**src/bcfg_pkg.sv**
```systemverilog
//##########################################################################
// shared definitions for the boot configuration subsystem
//   quadlet and bus address types, firmware version, bad-address marker
//   sampler block sizes and io bank widths
//   register address map and decoded register selects
//   sampler FSM states, write command, io state and io input structs
//##########################################################################
`default_nettype none

package bcfg_pkg;

    typedef logic [31:0] quad_t;        // one bus quadlet
    typedef logic [15:0] reg_addr_t;    // quadlet address

    localparam quad_t FW_VERSION    = 32'h0001_0800;   // only 31..8 reach status
    localparam quad_t BAD_ADDR_DATA = 32'hBAD0_ADD0;

    // real-time block plus one leading sequence/channel quadlet
    localparam int NUM_RT_READ_QUADS = 2;
    localparam int NUM_BC_READ_QUADS = 1 + NUM_RT_READ_QUADS;

    localparam int IO1_WIDTH = 34;      // connector J1
    localparam int IO2_WIDTH = 40;      // connector J2

    // address map
    localparam reg_addr_t ADDR_STATUS     = 16'h0000;
    localparam reg_addr_t ADDR_IO1_OUT_LO = 16'h0001;
    localparam reg_addr_t ADDR_IO1_OUT_HI = 16'h0002;
    localparam reg_addr_t ADDR_IO2_OUT_LO = 16'h0003;
    localparam reg_addr_t ADDR_IO2_OUT_HI = 16'h0004;
    localparam reg_addr_t ADDR_IO_OE      = 16'h0005;  // io1 groups 4..0, io2 groups 12..8
    localparam reg_addr_t ADDR_IO1_IN_LO  = 16'h0006;  // inputs are read only
    localparam reg_addr_t ADDR_IO1_IN_HI  = 16'h0007;
    localparam reg_addr_t ADDR_IO2_IN_LO  = 16'h0008;
    localparam reg_addr_t ADDR_IO2_IN_HI  = 16'h0009;
    localparam reg_addr_t ADDR_SCRATCH    = 16'h000A;

    typedef enum logic [3:0] {
        SEL_STATUS,
        SEL_IO1_OUT_LO,
        SEL_IO1_OUT_HI,
        SEL_IO2_OUT_LO,
        SEL_IO2_OUT_HI,
        SEL_IO_OE,
        SEL_IO1_IN_LO,
        SEL_IO1_IN_HI,
        SEL_IO2_IN_LO,
        SEL_IO2_IN_HI,
        SEL_SCRATCH,
        SEL_NONE            // unmapped, or a write to a read-only register
    } reg_sel_e;

    typedef enum logic [1:0] {
        S_IDLE,
        S_CAPTURE,          // one buffer quadlet per cycle
        S_DONE
    } samp_state_e;

    typedef struct packed {
        reg_sel_e sel;
        quad_t    data;
        logic     wen;
        logic     blk;      // staged, applied at blk_wen
    } wr_cmd_t;

    typedef struct packed {
        logic [IO1_WIDTH-1:0] io1_out;
        logic [IO2_WIDTH-1:0] io2_out;
        logic [4:0]           io1_oe;   // one bit per 8-pin group
        logic [4:0]           io2_oe;
    } io_state_t;

    typedef struct packed {
        logic [IO1_WIDTH-1:0] io1_in;
        logic [IO2_WIDTH-1:0] io2_in;
    } io_in_t;

endpackage

`default_nettype wire
```
**src/bcfg_top.sv**
```systemverilog
//##########################################################################
// top level of the boot configuration register side
//   board id from the rotary switch
//   decoder, io registers, sampler and read return
//   per-pin oe expansion and output masking
//##########################################################################
`timescale 1ns/1ps
`default_nettype none

module bcfg_top (
    input  logic                           sysclk,
    input  logic                           reset,
    input  logic [3:0]                     wenid,          // rotary switch, active low
    input  bcfg_pkg::reg_addr_t            reg_raddr,
    input  bcfg_pkg::reg_addr_t            reg_waddr,
    input  bcfg_pkg::quad_t                reg_wdata,
    input  logic                           reg_wen,
    input  logic                           blk_wen,
    input  logic                           blk_wstart,
    output bcfg_pkg::quad_t                reg_rdata,
    input  logic [bcfg_pkg::IO1_WIDTH-1:0] io1_in,
    output logic [bcfg_pkg::IO1_WIDTH-1:0] io1_out,
    output logic [bcfg_pkg::IO1_WIDTH-1:0] io1_oe,
    input  logic [bcfg_pkg::IO2_WIDTH-1:0] io2_in,
    output logic [bcfg_pkg::IO2_WIDTH-1:0] io2_out,
    output logic [bcfg_pkg::IO2_WIDTH-1:0] io2_oe,
    input  logic                           sample_start,
    input  logic [3:0]                     sample_chan,
    input  logic [5:0]                     sample_raddr,
    output bcfg_pkg::quad_t                sample_rdata,
    output logic                           sample_busy,
    input  bcfg_pkg::quad_t                timestamp
);

    logic [3:0]            board_id;
    bcfg_pkg::reg_sel_e    rd_sel;
    bcfg_pkg::wr_cmd_t     wr_cmd;
    bcfg_pkg::io_state_t   io_state;
    bcfg_pkg::io_in_t      io_in;
    bcfg_pkg::quad_t       scratch;
    bcfg_pkg::samp_state_e samp_state;     // debug view of the sampler FSM

    assign board_id = ~wenid;

    bcfg_addr_decode u_decode (
        .sysclk     (sysclk),
        .reset      (reset),
        .reg_raddr  (reg_raddr),
        .reg_waddr  (reg_waddr),
        .reg_wdata  (reg_wdata),
        .reg_wen    (reg_wen),
        .blk_wen    (blk_wen),
        .blk_wstart (blk_wstart),
        .rd_sel     (rd_sel),
        .wr_cmd     (wr_cmd)
    );

    bcfg_io_regs u_io_regs (
        .sysclk   (sysclk),
        .reset    (reset),
        .wr_cmd   (wr_cmd),
        .blk_wen  (blk_wen),
        .io1_in   (io1_in),
        .io2_in   (io2_in),
        .io_state (io_state),
        .io_in    (io_in),
        .scratch  (scratch)
    );

    bcfg_sampler u_sampler (
        .sysclk       (sysclk),
        .reset        (reset),
        .sample_start (sample_start),
        .sample_chan  (sample_chan),
        .timestamp    (timestamp),
        .io_in        (io_in),
        .sample_raddr (sample_raddr),
        .sample_busy  (sample_busy),
        .sample_rdata (sample_rdata),
        .samp_state   (samp_state)
    );

    bcfg_read_mux u_read_mux (
        .sysclk    (sysclk),
        .reset     (reset),
        .rd_sel    (rd_sel),
        .board_id  (board_id),
        .io_state  (io_state),
        .io_in     (io_in),
        .scratch   (scratch),
        .reg_rdata (reg_rdata)
    );

    // one oe bit per 8 pins, last io1 group has only pins 33..32
    always_comb begin
        for (int i = 0; i < bcfg_pkg::IO1_WIDTH; i++)
            io1_oe[i] = io_state.io1_oe[i / 8];
        for (int i = 0; i < bcfg_pkg::IO2_WIDTH; i++)
            io2_oe[i] = io_state.io2_oe[i / 8];
    end

    assign io1_out = io_state.io1_out & io1_oe;    // released pins read as zero
    assign io2_out = io_state.io2_out & io2_oe;

endmodule

`default_nettype wire

```
**src/bcfg_read_mux.sv**
```systemverilog
//##########################################################################
// register read return
//   status word from board id and firmware version
//   io output, oe and input quadlets, scratch
//   registered reg_rdata, one cycle after the read address
//##########################################################################
`timescale 1ns/1ps
`default_nettype none

module bcfg_read_mux (
    input  logic                sysclk,
    input  logic                reset,
    input  bcfg_pkg::reg_sel_e  rd_sel,
    input  logic [3:0]          board_id,
    input  bcfg_pkg::io_state_t io_state,
    input  bcfg_pkg::io_in_t    io_in,
    input  bcfg_pkg::quad_t     scratch,
    output bcfg_pkg::quad_t     reg_rdata
);

    bcfg_pkg::quad_t status_word, oe_word, rd_next;

    assign status_word = {bcfg_pkg::FW_VERSION[31:8], 4'h0, board_id};
    assign oe_word     = {19'd0, io_state.io2_oe, 3'd0, io_state.io1_oe};

    always_comb begin
        case (rd_sel)
            bcfg_pkg::SEL_STATUS:     rd_next = status_word;
            bcfg_pkg::SEL_IO1_OUT_LO: rd_next = io_state.io1_out[31:0];
            bcfg_pkg::SEL_IO1_OUT_HI: rd_next = {30'd0, io_state.io1_out[33:32]};
            bcfg_pkg::SEL_IO2_OUT_LO: rd_next = io_state.io2_out[31:0];
            bcfg_pkg::SEL_IO2_OUT_HI: rd_next = {24'd0, io_state.io2_out[39:32]};
            bcfg_pkg::SEL_IO_OE:      rd_next = oe_word;
            bcfg_pkg::SEL_IO1_IN_LO:  rd_next = io_in.io1_in[31:0];   // synchronized copy
            bcfg_pkg::SEL_IO1_IN_HI:  rd_next = {30'd0, io_in.io1_in[33:32]};
            bcfg_pkg::SEL_IO2_IN_LO:  rd_next = io_in.io2_in[31:0];
            bcfg_pkg::SEL_IO2_IN_HI:  rd_next = {24'd0, io_in.io2_in[39:32]};
            bcfg_pkg::SEL_SCRATCH:    rd_next = scratch;
            default:                  rd_next = bcfg_pkg::BAD_ADDR_DATA;
        endcase
    end

    // no read side effects, just a register stage
    always_ff @(posedge sysclk) begin
        if (reset)
            reg_rdata <= '0;
        else
            reg_rdata <= rd_next;
    end

endmodule

`default_nettype wire

```
**src/bcfg_sampler.sv**
```systemverilog
//##########################################################################
// broadcast block sampler
//   FSM started by sample_start, busy for one cycle per quadlet
//   sequence counter, latched channel, timestamp and io1 snapshot
//   quadlet buffer with registered read port
//##########################################################################
`timescale 1ns/1ps
`default_nettype none

module bcfg_sampler (
    input  logic                  sysclk,
    input  logic                  reset,
    input  logic                  sample_start,
    input  logic [3:0]            sample_chan,
    input  bcfg_pkg::quad_t       timestamp,
    input  bcfg_pkg::io_in_t      io_in,
    input  logic [5:0]            sample_raddr,
    output logic                  sample_busy,
    output bcfg_pkg::quad_t       sample_rdata,
    output bcfg_pkg::samp_state_e samp_state
);

    localparam logic [1:0] LAST_IDX = 2'(bcfg_pkg::NUM_BC_READ_QUADS - 1);

    bcfg_pkg::samp_state_e state;
    bcfg_pkg::quad_t       buffer [bcfg_pkg::NUM_BC_READ_QUADS];
    bcfg_pkg::quad_t       ts_q, snap_q, wr_word;
    logic [23:0]           seq_num;     // bumps once per capture
    logic [3:0]            chan_q;
    logic [1:0]            widx;        // buffer write slot

    // quadlet for the current slot
    always_comb begin
        case (widx)
            2'd0:    wr_word = {seq_num, 4'h0, chan_q};
            2'd1:    wr_word = ts_q;
            default: wr_word = snap_q;
        endcase
    end

    always_ff @(posedge sysclk) begin
        if (reset) begin
            state   <= bcfg_pkg::S_IDLE;
            seq_num <= '0;
            chan_q  <= '0;
            ts_q    <= '0;
            snap_q  <= '0;
            widx    <= '0;
            for (int i = 0; i < bcfg_pkg::NUM_BC_READ_QUADS; i++)
                buffer[i] <= '0;   // sample reads are zero out of reset
        end else begin
            case (state)
                bcfg_pkg::S_CAPTURE: begin
                    buffer[widx] <= wr_word;
                    widx         <= widx + 2'd1;
                    if (widx == LAST_IDX) begin
                        state   <= bcfg_pkg::S_DONE;
                        seq_num <= seq_num + 24'd1;
                    end
                end
                default: begin              // idle or done, both accept a start
                    state <= bcfg_pkg::S_IDLE;
                    if (sample_start) begin
                        state  <= bcfg_pkg::S_CAPTURE;
                        chan_q <= sample_chan;
                        ts_q   <= timestamp;
                        snap_q <= io_in.io1_in[31:0];
                        widx   <= '0;
                    end
                end
            endcase
        end
    end

    // registered read, zero past the block
    always_ff @(posedge sysclk) begin
        if (reset)
            sample_rdata <= '0;
        else if (sample_raddr < 6'(bcfg_pkg::NUM_BC_READ_QUADS))
            sample_rdata <= buffer[sample_raddr[1:0]];
        else
            sample_rdata <= '0;
    end

    assign sample_busy = (state == bcfg_pkg::S_CAPTURE);   // start pulses ignored here
    assign samp_state  = state;

endmodule

`default_nettype wire

```
**src/bcfg_io_regs.sv**
```systemverilog
//##########################################################################
// io output and oe registers with block-write shadows
//   live and shadow io state, scratch register and its shadow
//   commit of all shadows at blk_wen
//   two-flop synchronizers on the io1 and io2 inputs
//##########################################################################
`timescale 1ns/1ps
`default_nettype none

module bcfg_io_regs (
    input  logic                               sysclk,
    input  logic                               reset,
    input  bcfg_pkg::wr_cmd_t                  wr_cmd,
    input  logic                               blk_wen,
    input  logic [bcfg_pkg::IO1_WIDTH-1:0]     io1_in,
    input  logic [bcfg_pkg::IO2_WIDTH-1:0]     io2_in,
    output bcfg_pkg::io_state_t                io_state,
    output bcfg_pkg::io_in_t                   io_in,
    output bcfg_pkg::quad_t                    scratch
);

    bcfg_pkg::io_state_t live, shadow;
    bcfg_pkg::quad_t     scr_live, scr_shadow;
    bcfg_pkg::io_in_t    sync_a, sync_b;   // metastability pair
    logic                wr_live, wr_shadow, wr_scr;

    // field update shared by the live and shadow copies
    function automatic bcfg_pkg::io_state_t upd_io(input bcfg_pkg::io_state_t s,
                                                   input bcfg_pkg::wr_cmd_t c);
        bcfg_pkg::io_state_t r;
        r = s;
        case (c.sel)
            bcfg_pkg::SEL_IO1_OUT_LO: r.io1_out[31:0]  = c.data;
            bcfg_pkg::SEL_IO1_OUT_HI: r.io1_out[33:32] = c.data[1:0];  // 2 pins only
            bcfg_pkg::SEL_IO2_OUT_LO: r.io2_out[31:0]  = c.data;
            bcfg_pkg::SEL_IO2_OUT_HI: r.io2_out[39:32] = c.data[7:0];
            bcfg_pkg::SEL_IO_OE: begin
                r.io1_oe = c.data[4:0];
                r.io2_oe = c.data[12:8];
            end
            default: ;                  // inputs, status, unmapped
        endcase
        return r;
    endfunction

    assign wr_live   = wr_cmd.wen && !wr_cmd.blk;
    // shadow tracks single writes as well, so a commit never brings back stale data
    assign wr_shadow = wr_cmd.wen && (wr_cmd.blk || !blk_wen);
    assign wr_scr    = (wr_cmd.sel == bcfg_pkg::SEL_SCRATCH);

    always_ff @(posedge sysclk) begin
        if (reset) begin
            live       <= '0;
            shadow     <= '0;
            scr_live   <= '0;
            scr_shadow <= '0;
        end else begin
            if (blk_wen) begin              // commit wins over a single write
                live     <= shadow;
                scr_live <= scr_shadow;
            end else if (wr_live) begin
                live <= upd_io(live, wr_cmd);
                if (wr_scr)
                    scr_live <= wr_cmd.data;
            end
            if (wr_shadow) begin
                shadow <= upd_io(shadow, wr_cmd);
                if (wr_scr)
                    scr_shadow <= wr_cmd.data;
            end
        end
    end

    // pins in, two cycles to io_in
    always_ff @(posedge sysclk) begin
        if (reset) begin
            sync_a <= '0;
            sync_b <= '0;
        end else begin
            sync_a.io1_in <= io1_in;
            sync_a.io2_in <= io2_in;
            sync_b        <= sync_a;
        end
    end

    assign io_state = live;
    assign io_in    = sync_b;
    assign scratch  = scr_live;

endmodule

`default_nettype wire

```
**src/bcfg_addr_decode.sv**
```systemverilog
//##########################################################################
// address decoder for the quadlet register bus
//   read address to register select
//   write address, data and strobes to a write command
//   block-mode flag between blk_wstart and blk_wen
//##########################################################################
`timescale 1ns/1ps
`default_nettype none

module bcfg_addr_decode (
    input  logic                sysclk,
    input  logic                reset,
    input  bcfg_pkg::reg_addr_t reg_raddr,
    input  bcfg_pkg::reg_addr_t reg_waddr,
    input  bcfg_pkg::quad_t     reg_wdata,
    input  logic                reg_wen,
    input  logic                blk_wen,
    input  logic                blk_wstart,
    output bcfg_pkg::reg_sel_e  rd_sel,
    output bcfg_pkg::wr_cmd_t   wr_cmd
);

    logic blk_flag;     // inside a block write

    // same map for both sides, writes drop the read-only registers
    function automatic bcfg_pkg::reg_sel_e map_addr(input bcfg_pkg::reg_addr_t addr,
                                                     input logic wr);
        bcfg_pkg::reg_sel_e sel;
        case (addr)
            bcfg_pkg::ADDR_STATUS:     sel = wr ? bcfg_pkg::SEL_NONE : bcfg_pkg::SEL_STATUS;
            bcfg_pkg::ADDR_IO1_OUT_LO: sel = bcfg_pkg::SEL_IO1_OUT_LO;
            bcfg_pkg::ADDR_IO1_OUT_HI: sel = bcfg_pkg::SEL_IO1_OUT_HI;
            bcfg_pkg::ADDR_IO2_OUT_LO: sel = bcfg_pkg::SEL_IO2_OUT_LO;
            bcfg_pkg::ADDR_IO2_OUT_HI: sel = bcfg_pkg::SEL_IO2_OUT_HI;
            bcfg_pkg::ADDR_IO_OE:      sel = bcfg_pkg::SEL_IO_OE;
            bcfg_pkg::ADDR_IO1_IN_LO:  sel = wr ? bcfg_pkg::SEL_NONE : bcfg_pkg::SEL_IO1_IN_LO;
            bcfg_pkg::ADDR_IO1_IN_HI:  sel = wr ? bcfg_pkg::SEL_NONE : bcfg_pkg::SEL_IO1_IN_HI;
            bcfg_pkg::ADDR_IO2_IN_LO:  sel = wr ? bcfg_pkg::SEL_NONE : bcfg_pkg::SEL_IO2_IN_LO;
            bcfg_pkg::ADDR_IO2_IN_HI:  sel = wr ? bcfg_pkg::SEL_NONE : bcfg_pkg::SEL_IO2_IN_HI;
            bcfg_pkg::ADDR_SCRATCH:    sel = bcfg_pkg::SEL_SCRATCH;
            default:                   sel = bcfg_pkg::SEL_NONE;
        endcase
        return sel;
    endfunction

    // flag set by the start pulse, cleared by the commit
    always_ff @(posedge sysclk) begin
        if (reset)
            blk_flag <= 1'b0;
        else if (blk_wen)
            blk_flag <= 1'b0;
        else if (blk_wstart)
            blk_flag <= 1'b1;
    end

    assign rd_sel = map_addr(reg_raddr, 1'b0);

    always_comb begin
        wr_cmd.sel  = map_addr(reg_waddr, 1'b1);
        wr_cmd.data = reg_wdata;
        wr_cmd.wen  = reg_wen;
        wr_cmd.blk  = blk_flag | blk_wstart;   // a write alongside the start is staged too
    end

endmodule

`default_nettype wire

```
**config.mk**
```make
export PLATFORM = sky130hd
export DESIGN_NAME = bcfg_top
export DESIGN_NICKNAME = d
export VERILOG_FILES = /design/src/bcfg_pkg.sv /design/src/bcfg_top.sv /design/src/bcfg_read_mux.sv /design/src/bcfg_sampler.sv /design/src/bcfg_io_regs.sv /design/src/bcfg_addr_decode.sv
export SDC_FILE = /design/constraint.sdc
export NUM_CORES = 1
export LEC_CHECK = 0
export ABC_AREA = 0
export BUFFER_PORTS_ARGS = -buffer_cell sky130_fd_sc_hd__buf_2
export CORE_ASPECT_RATIO = 1.5
export CORE_MARGIN = 5
export CORE_UTILIZATION = 57
export CTS_CLUSTER_SIZE = 20
export DETAILED_ROUTE_END_ITERATION = 7
export GPL_TIMING_DRIVEN = 0
export PLACE_DENSITY = 0.8
export SYNTH_ARGS = -nofsm -noshare
export SYNTH_HDL_FRONTEND = slang
export SYNTH_SLANG_ARGS = --single-unit
```
**constraint.sdc**
```tcl
create_clock -name sysclk -period 3.35 [get_ports sysclk]
set_input_delay 0.335 -clock sysclk [delete_from_list [all_inputs] [get_ports sysclk]]
set_output_delay 0.335 -clock sysclk [all_outputs]
set_load 0.02 [all_outputs]
```
==> results of run 1 <==
## metrics by stage
stage | instance area, µm² | cells | TNS [ns] | util [%]
6_report | 32500 | 3925 | 0 | 69.6
5_1_grt | 32500 | 3923 | 0 | 69.6
4_1_cts | 32500 | 3921 | 0 | 69.6
3_5_place_dp | 29500 | 3716 | -18.42 | 63.2
3_3_place_gp | 29500 | 3716 | -53.03 | 63.2
2_1_floorplan | 26800 | 2734 | 0 | -
## state kept, by name, summed over array words and instances (netlist names)
name and count:
u_decode.blk_flag 1, u_io_regs.sync_a 74, u_read_mux.reg_rdata 32, u_io_regs.shadow 84, u_sampler.widx 2, u_sampler.snap_q 32
u_sampler.chan_q 4, u_sampler.buffer 128, u_sampler.seq_num 24, u_sampler.sample_rdata 32, u_io_regs.io_state 84, u_sampler.samp_state 2
u_io_regs.scr_shadow 32, u_io_regs.scratch 32, u_sampler.ts_q 32, u_io_regs.io_in 74
## layout by cell type (no fill, tap or decap), drive strengths merged, types with 17 or more instances in the layout
cell and instances:
a31oi 141, dfxtp 541, nor3 23, mux4 32, and3 35, mux2i 86, nand2 344, a22o 33
clkinv 17, a22oi 43, edfxtp 128, nor2 233, clkbuf 249, and2 76, dlygate4sd3 95, a221oi 131
inv 163, buf 506, a21oi 152, nor2b 149
## area by class of cell
cell class              count  area, µm²  area share (%)
diodes                      4       10.0          0.0308
plain buffers             289       1460            4.49
clock buffers              78       1670            5.13
clock inverters            32        350            1.08
inverters                 160        601            1.85
multi-input cells        1616      10100            31.1
flip-flops and latches    669      14700            45.1
well taps                 594        743            2.29
repair buffers            483       2890            8.90
## synthesized netlist by cell type (3+ instances only)
cell	instances
dfxtp_1	541
nand2_1	343
nor2_1	230
clkbuf_1	171
inv_1	160
a21oi_1	152
nor2b_1	149
a31oi_1	141
a221oi_1	131
edfxtp_1	128
mux2i_1	86
buf_4	83
and2_1	76
a22oi_1	43
and3_1	35
a22o_1	33
mux4_2	32
buf_2	26
nor3_1	18
xnor2_1	14
nand3_1	12
o21ai_0	11
nor3b_1	9
nand4_1	8
xor2_1	8
a222oi_1	7
nand2b_1	7
nor4_2	7
a211oi_1	5
and4_1	5
buf_1	5
ha_1	5
nor4_1	5
or4_1	5
buf_6	4
nor3_2	4
nor4_4	4
or2_2	4
mux2_2	3
nor2_2	3
## how the worst min path moves through the flow
stage / startpoint / end / slack [ns] / cells after the start
floorplan: u_io_regs.sync_a[0] / u_io_regs.io_in[0] / 0.41 / 1
global placement: u_io_regs.sync_a[49] / u_io_regs.io_in[49] / 0.42 / 1
detailed placement: u_io_regs.sync_a[48] / u_io_regs.io_in[48] / 0.42 / 1
CTS: io2_in[0] / u_io_regs.sync_a[0] / 0.0005 / 2
global route: io1_in[6] / u_io_regs.sync_a[46] / 0.002 / 2
finish: io2_in[1] / u_io_regs.sync_a[1] / -0.006 / 2
## per-layer routing
metal	up-vias	part of all wire, %	GRT usage [%]
met2	1400	50	61.2
met3	413	8.4	6.10
li1	10500	-	-
met4	0	8.1	24.5
met5	-	0	0
met1	11000	33	36.1
## critical path: stages (launching register included)
cell	delay, ns
dfxtp_1	0.41
ha_1	0.19
clkbuf_1	0.43
buf_1	0.51
nand2_1	0.39
nand2b_2	0.78
## power breakdown
group          internal, W  switching, W
Sequential         0.00844      0.000186
Combinational     0.000514      0.000841
Clock              0.00392       0.00313
## logic make-up after synthesis
logic type      synth area share [%]
buf+inv                         7.67
xor+xnor                       0.718
compound gates                  13.4
flops                           54.7
simple gates                    17.2
fa+ha+maj                      0.233
mux                             6.02
==> results.tsv, run 1 <==
stage	metric	value	unit
synth	ys_seq_area_share	54.7	%
placed_design	port_buffers	388	
clock_tree	numCtsBuffers	59	
timing	finalHoldViolCount	1	
pwr	vdd_drop_max	0.441	mV
timing	fin_skew	0.0310	ns
detailed_routing	wl_per_cell	23.5	µm
die	rows	97	
timing	fin_ws	0.247	ns
critical_path	reg2reg_depth	5	
synth	synth_seq_cells	669	
synth	synth-edff-count	128	
worst_hold_path	min-delay-path-class	input port to register	
detailed_routing	viasPerCell	5.93	
die	die_width	187	µm
timing	timing.hold.ws	-0.00595	ns
global_route	grt.total_usage	34.1	%
die	die-area	51600	µm²
final_layout	nets	3473	
final_layout	area_delta_synth_final	21.2	%
synth	synth_area	26800	µm²
critical_path	required	3.58	ns
clock_tree	cts_num_sinks	669	
final_layout	fillCellCount	3460	
timing	report.final.setup_viol	0	
clock_tree	hold_buffers	95	
placed_design	hpwl	69.5	mm
synth	yosysTopAreaCellShare	40.4	%
pwr	finalPower	0.0170	W
detailed_routing	drt_iter0_markers	2494	
critical_path	startpoint_type	register	
clock_tree	cts_root_buf	clkbuf_16	
die	core_area	46700	µm²
critical_path	reg2reg_to	u_sampler.buffer[1][13]	
detailed_routing	drt-pass1-iter-count	7	
clock_tree	h-tree-depth	2	
timing	grt_setup_unrepaired	no	
outcome	status	complete, but fails checks	
global_route	antenna_found_initial	7	
critical_path	rrSetupSlack	0.25	ns
die	ios	403	
pwr	p_per_area	524	nW/µm²
synth	postSynthCellCount	2734	
synth	synth_fp_nets	2929	
placed_design	pre_cts_ws	-0.293	ns
clock_tree	clk-insertion-delay-late	0.63	ns
critical_path	cp-startpoint	u_sampler.widx[0]	
detailed_routing	drc	0	
timing	fmax	322	MHz
synth	yosysUniqueCellTypes	57	
placed_design	gp_congestion	1.01	
critical_path	cp_max_fo	32	
timing	final_max_slew_viol_count	0	
critical_path	cp-endpoint	u_sampler.buffer[1][13]	
die	fp.dieH	276	µm
synth	ys.flop_type	dfxtp_1	
global_route	overflow	0	
global_route	grt_start_max_net_pins	34	
detailed_routing	routed_wl	92.2	mm
clock_tree	clkTransAtPathRegs	0.07	ns
clock_tree	cts_tree	yes	
final_layout	drive_gt1_share	20.0	%
synth	yosys_warnings	0	
detailed_routing	vias	23300	
synth	ys_top_cells_by_area	dfxtp_1 40%, edfxtp_1 14%, nand2_1 4.8%, a221oi_1 4.3%, nor2b_1 3.5%	
critical_path	end_kind	register	
clock_tree	clk_path_buf_depth	3	
critical_path	crit_arrival	3.34	ns
synth	synth_top_cell_by_area	dfxtp_1	
global_route	grt_first_pass_wirelength	136	mm
detailed_routing	final_antenna_net_count	0	
job	drv_cap	0	
die	start_util	57.4	%
clock_tree	postCtsSetupRepairBufs	0	
critical_path	path_class	register to register	
critical_path	r2r_start	u_sampler.widx[0]	
timing	post-route-min-period	3.10	ns
timing	max_slew.worst_pin.slew	1.43	ns
timing	max-slew-margin-rel	4.41	%
timing	fin_crit_sh	92.6	%
synth	postSynthAreaPerCell	9.82	µm²
outcome	violations	hold timing	
clock_tree	cts-resized-gates	0	
pwr	p_leak	12.7	nW
synth	synthArstFlopShare	0	%
global_route	grt_pass1_vias	23800	
No activity file was read; power rests on OpenSTA's default activity.
==> run 2, diff against run 1 <==
--- a/config.mk
+++ b/config.mk
@@ -13,6 +13,7 @@
 export CTS_CLUSTER_SIZE = 20
 export DETAILED_ROUTE_END_ITERATION = 7
 export GPL_TIMING_DRIVEN = 0
+export HOLD_SLACK_MARGIN = 0.15
 export PLACE_DENSITY = 0.8
 export SYNTH_ARGS = -nofsm -noshare
 export SYNTH_HDL_FRONTEND = slang
==> constraint.sdc (replaced) <==
create_clock -name sysclk -period 3.36 [get_ports sysclk]
set_input_delay 0.336 -clock sysclk [delete_from_list [all_inputs] [get_ports sysclk]]
set_output_delay 0.336 -clock sysclk [all_outputs]
set_load 0.02 [all_outputs]
==> run 2 against run 1 <==
  * The run now ends clean
  * Sequential share of layout area down 0.64 points
  * Largest cell class unchanged
  * Register-to-register slack barely moved
  * Final area grew 1.4%
  * Critical endpoint unchanged
  * Routed wire length grew 1.3%
  * Sequential power about the same
  * Final cell count up 1.3%
==> results.tsv, run 2 (synthesized netlist as in run 1, its figures left out) <==
stage	metric	value	unit	change
critical_path	r2r_start	u_sampler.widx[1]		
detailed_routing	final_antenna_net_count	0		unchanged
critical_path	crit_buf_inv	4		+2
detailed_routing	drt_iter0_markers	2584		+3.6%
timing	fin_skew	0.0275	ns	-0.00343 ns
final_layout	post-route-util	70.6	%	+1.0 points
critical_path	end_kind	register		
clock_tree	cts-resized-gates	0		unchanged
die	core_area	46700	µm²	unchanged
final_layout	final_cell_mix	541 x dfxtp_1, 414 x buf_2, 343 x nand2_1, 230 x nor2_1, 179 x clkbuf_1		
worst_hold_path	min-delay-path-class	input port to register		
timing	final_max_slew_viol_count	0		unchanged
placed_design	placed_area	29500	µm²	unchanged
pwr	internal-power	0.0129	W	about the same
detailed_routing	vias	23600		+1.2%
worst_hold_path	min_from	blk_wen		
clock_tree	clk-insertion-delay-late	0.63	ns	about the same
clock_tree	postCtsSetupRepairBufs	0		unchanged
pwr	p_leak	12.9	nW	+1.6%
critical_path	cp_max_fo	32		unchanged
pwr	pwr-share-seq	50.5	%	-0.2 points
worst_hold_path	holdPathEnd	u_io_regs.io_state[83]		
clock_tree	cts_tree	yes		
global_route	grt_pass1_vias	24000		+1.2%
clock_tree	cts_root_buf	clkbuf_16		
detailed_routing	routed_wl	93.3	mm	+1.3%
critical_path	critPathMaxStageDelay	0.88	ns	+0.10 ns
detailed_routing	wl_per_cell	23.5	µm	about the same
pwr	p_comb_share	8.2	%	+0.2 points
global_route	grt.total_usage	34.5	%	+0.48 points
die	die_width	187	µm	unchanged
critical_path	required	3.60	ns	+0.02 ns
global_route	grt_start_max_net_pins	34		unchanged
critical_path	path_class	input port to register		
timing	fmax	312	MHz	
pwr	vdd_drop_max	0.443	mV	+0.43%
pwr	p_sw_share	24.5	%	+0.033 points
die	fp.dieH	276	µm	unchanged
critical_path	cp_cell_sequence	buf_2 > clkbuf_1 > clkbuf_1 > clkbuf_1 > nand2b_2		
timing	grt_setup_unrepaired	no		
detailed_routing	drc	0		unchanged
global_route	grt_first_pass_wirelength	138	mm	+1.5%
clock_tree	numCtsBuffers	59		unchanged
job	drv_cap	0		unchanged
clock_tree	clkTransAtPathRegs	0.06	ns	about the same
clock_tree	h-tree-depth	2		unchanged
timing	max_slew.worst_pin.slew	1.38	ns	-0.0422 ns
critical_path	reg2reg_depth	6		+1
die	ios	403		unchanged
final_layout	nets	3519		+1.3%
final_layout	area_delta_synth_final	22.9	%	
final_layout	regMostFlops	u_sampler.buffer		
die	start_util	57.4	%	unchanged
critical_path	cp_slowest_cell	nand2b_2		
timing	post-route-min-period	3.20	ns	
pwr	p_per_area	516	nW/µm²	-1.4%
die	die-area	51600	µm²	unchanged
final_layout	final_common_cell	dfxtp_1		
detailed_routing	drt-pass1-iter-count	8		+1
global_route	antenna_found_initial	10		+3
clock_tree	clk_path_buf_depth	3		unchanged
global_route	overflow	0		unchanged
final_layout	largest_reg_flops	128		unchanged
clock_tree	cts_num_sinks	669		unchanged
placed_design	port_buffers	388		unchanged
critical_path	crit_arrival	3.44	ns	+0.10 ns
placed_design	hpwl	69.5	mm	unchanged
timing	fin_crit_sh	95.3	%	
detailed_routing	viasPerCell	5.93		-0.12%
die	rows	97		unchanged
pwr	switchingPower	0.00417	W	+0.14%
pwr	finalPower	0.0170	W	about the same
final_layout	design_area	33000	µm²	+1.4%
final_layout	fillCellCount	3398		-1.8%
pwr	clkPwrFrac	41.3	%	about the same
final_layout	drive_gt1_share	19.7	%	-0.27 points
outcome	status	completed		
critical_path	rrSetupSlack	0.26	ns	about the same
critical_path	cpLargestDelayFamily	buffers and inverters		
placed_design	gp_congestion	1.01		unchanged
critical_path	startpoint_type	input port		
critical_path	reg2reg_to	u_sampler.buffer[1][13]		
critical_path	cpMostUsedCell	clkbuf_1		
worst_hold_path	hold_depth	3		+1
clock_tree	hold_buffers	141		+48%
timing	report.final.setup_viol	0		unchanged
timing	tns	0	ns	unchanged
timing	max-slew-margin-rel	7.24	%	+2.8 points
final_layout	ff_latch_area	14700	µm²	unchanged
timing	finalHoldViolCount	0		-1
timing	timing.hold.ws	0.174	ns	+0.180 ns
final_layout	multiInputGateArea	10100	µm²	unchanged
==> run 2: cell types whose count changed in the layout (fill, tap and decap cells not counted), sizes merged <==
cell / change
dlygate4sd3: +46
diode: +4
==> run 2: metrics by stage <==
step	worst slack, ns	cells
3_5_place_dp	-0.284	3716
6_report	0.159	3975
2_1_floorplan	0.900	2734
5_1_grt	0.0911	3973
3_3_place_gp	-0.826	3716
4_1_cts	0.270	3967
==> run 2: worst max-delay path by stage <==
stage | start | endpoint | cells past startpoint
global placement | reset | u_sampler.buffer[1][26] | 5
floorplan | u_sampler.widx[1] | u_sampler.buffer[1][0] | 6
finish | reset | u_sampler.buffer[1][13] | 5
detailed placement | reset | u_sampler.buffer[0][26] | 5
global route | u_sampler.widx[1] | u_sampler.buffer[1][13] | 6
CTS | u_sampler.widx[1] | u_sampler.buffer[1][13] | 6
==> run 2: layout make-up <==
class	count	area share [%]
clock inverter	32	1.06
tap	594	2.25
clock buffer	78	5.06
timing repair buffer	529	10.2
buffer	289	4.42
antenna	8	0.0607
inverter	160	1.82
multi-input combinational	1616	30.7
sequential	669	44.5
==> run 2: tightest hold or removal path, stage by stage <==
cell and delay [ns]:
clkbuf_1 0.14, inv_1 0.17, a211oi_1 0.09
==> run 2: power groups by stage <==
stage | clock (W) | sequential [W] | combinational, W
6_report | 0.00703 | 0.00860 | 0.00140
2_1_floorplan | 0 | 0.00869 | 0.000723
3_5_place_dp | 0 | 0.00877 | 0.00124
5_1_grt | 0.00735 | 0.00861 | 0.00148
4_1_cts | 0.00700 | 0.00859 | 0.00137
3_3_place_gp | 0 | 0.00876 | 0.00121
==> run 2: routing by layer <==
| metal | routed length [µm] | vias up | global-route usage (%) |
|---|---|---|---|
| met1 | 30900 | 11100 | 36.5 |
| met2 | 46500 | 1433 | 61.8 |
| met3 | 7950 | 436 | 6.22 |
| met5 | 8 | - | 0 |
| met4 | 8040 | 2 | 25.4 |
| li1 | - | 10600 | - |
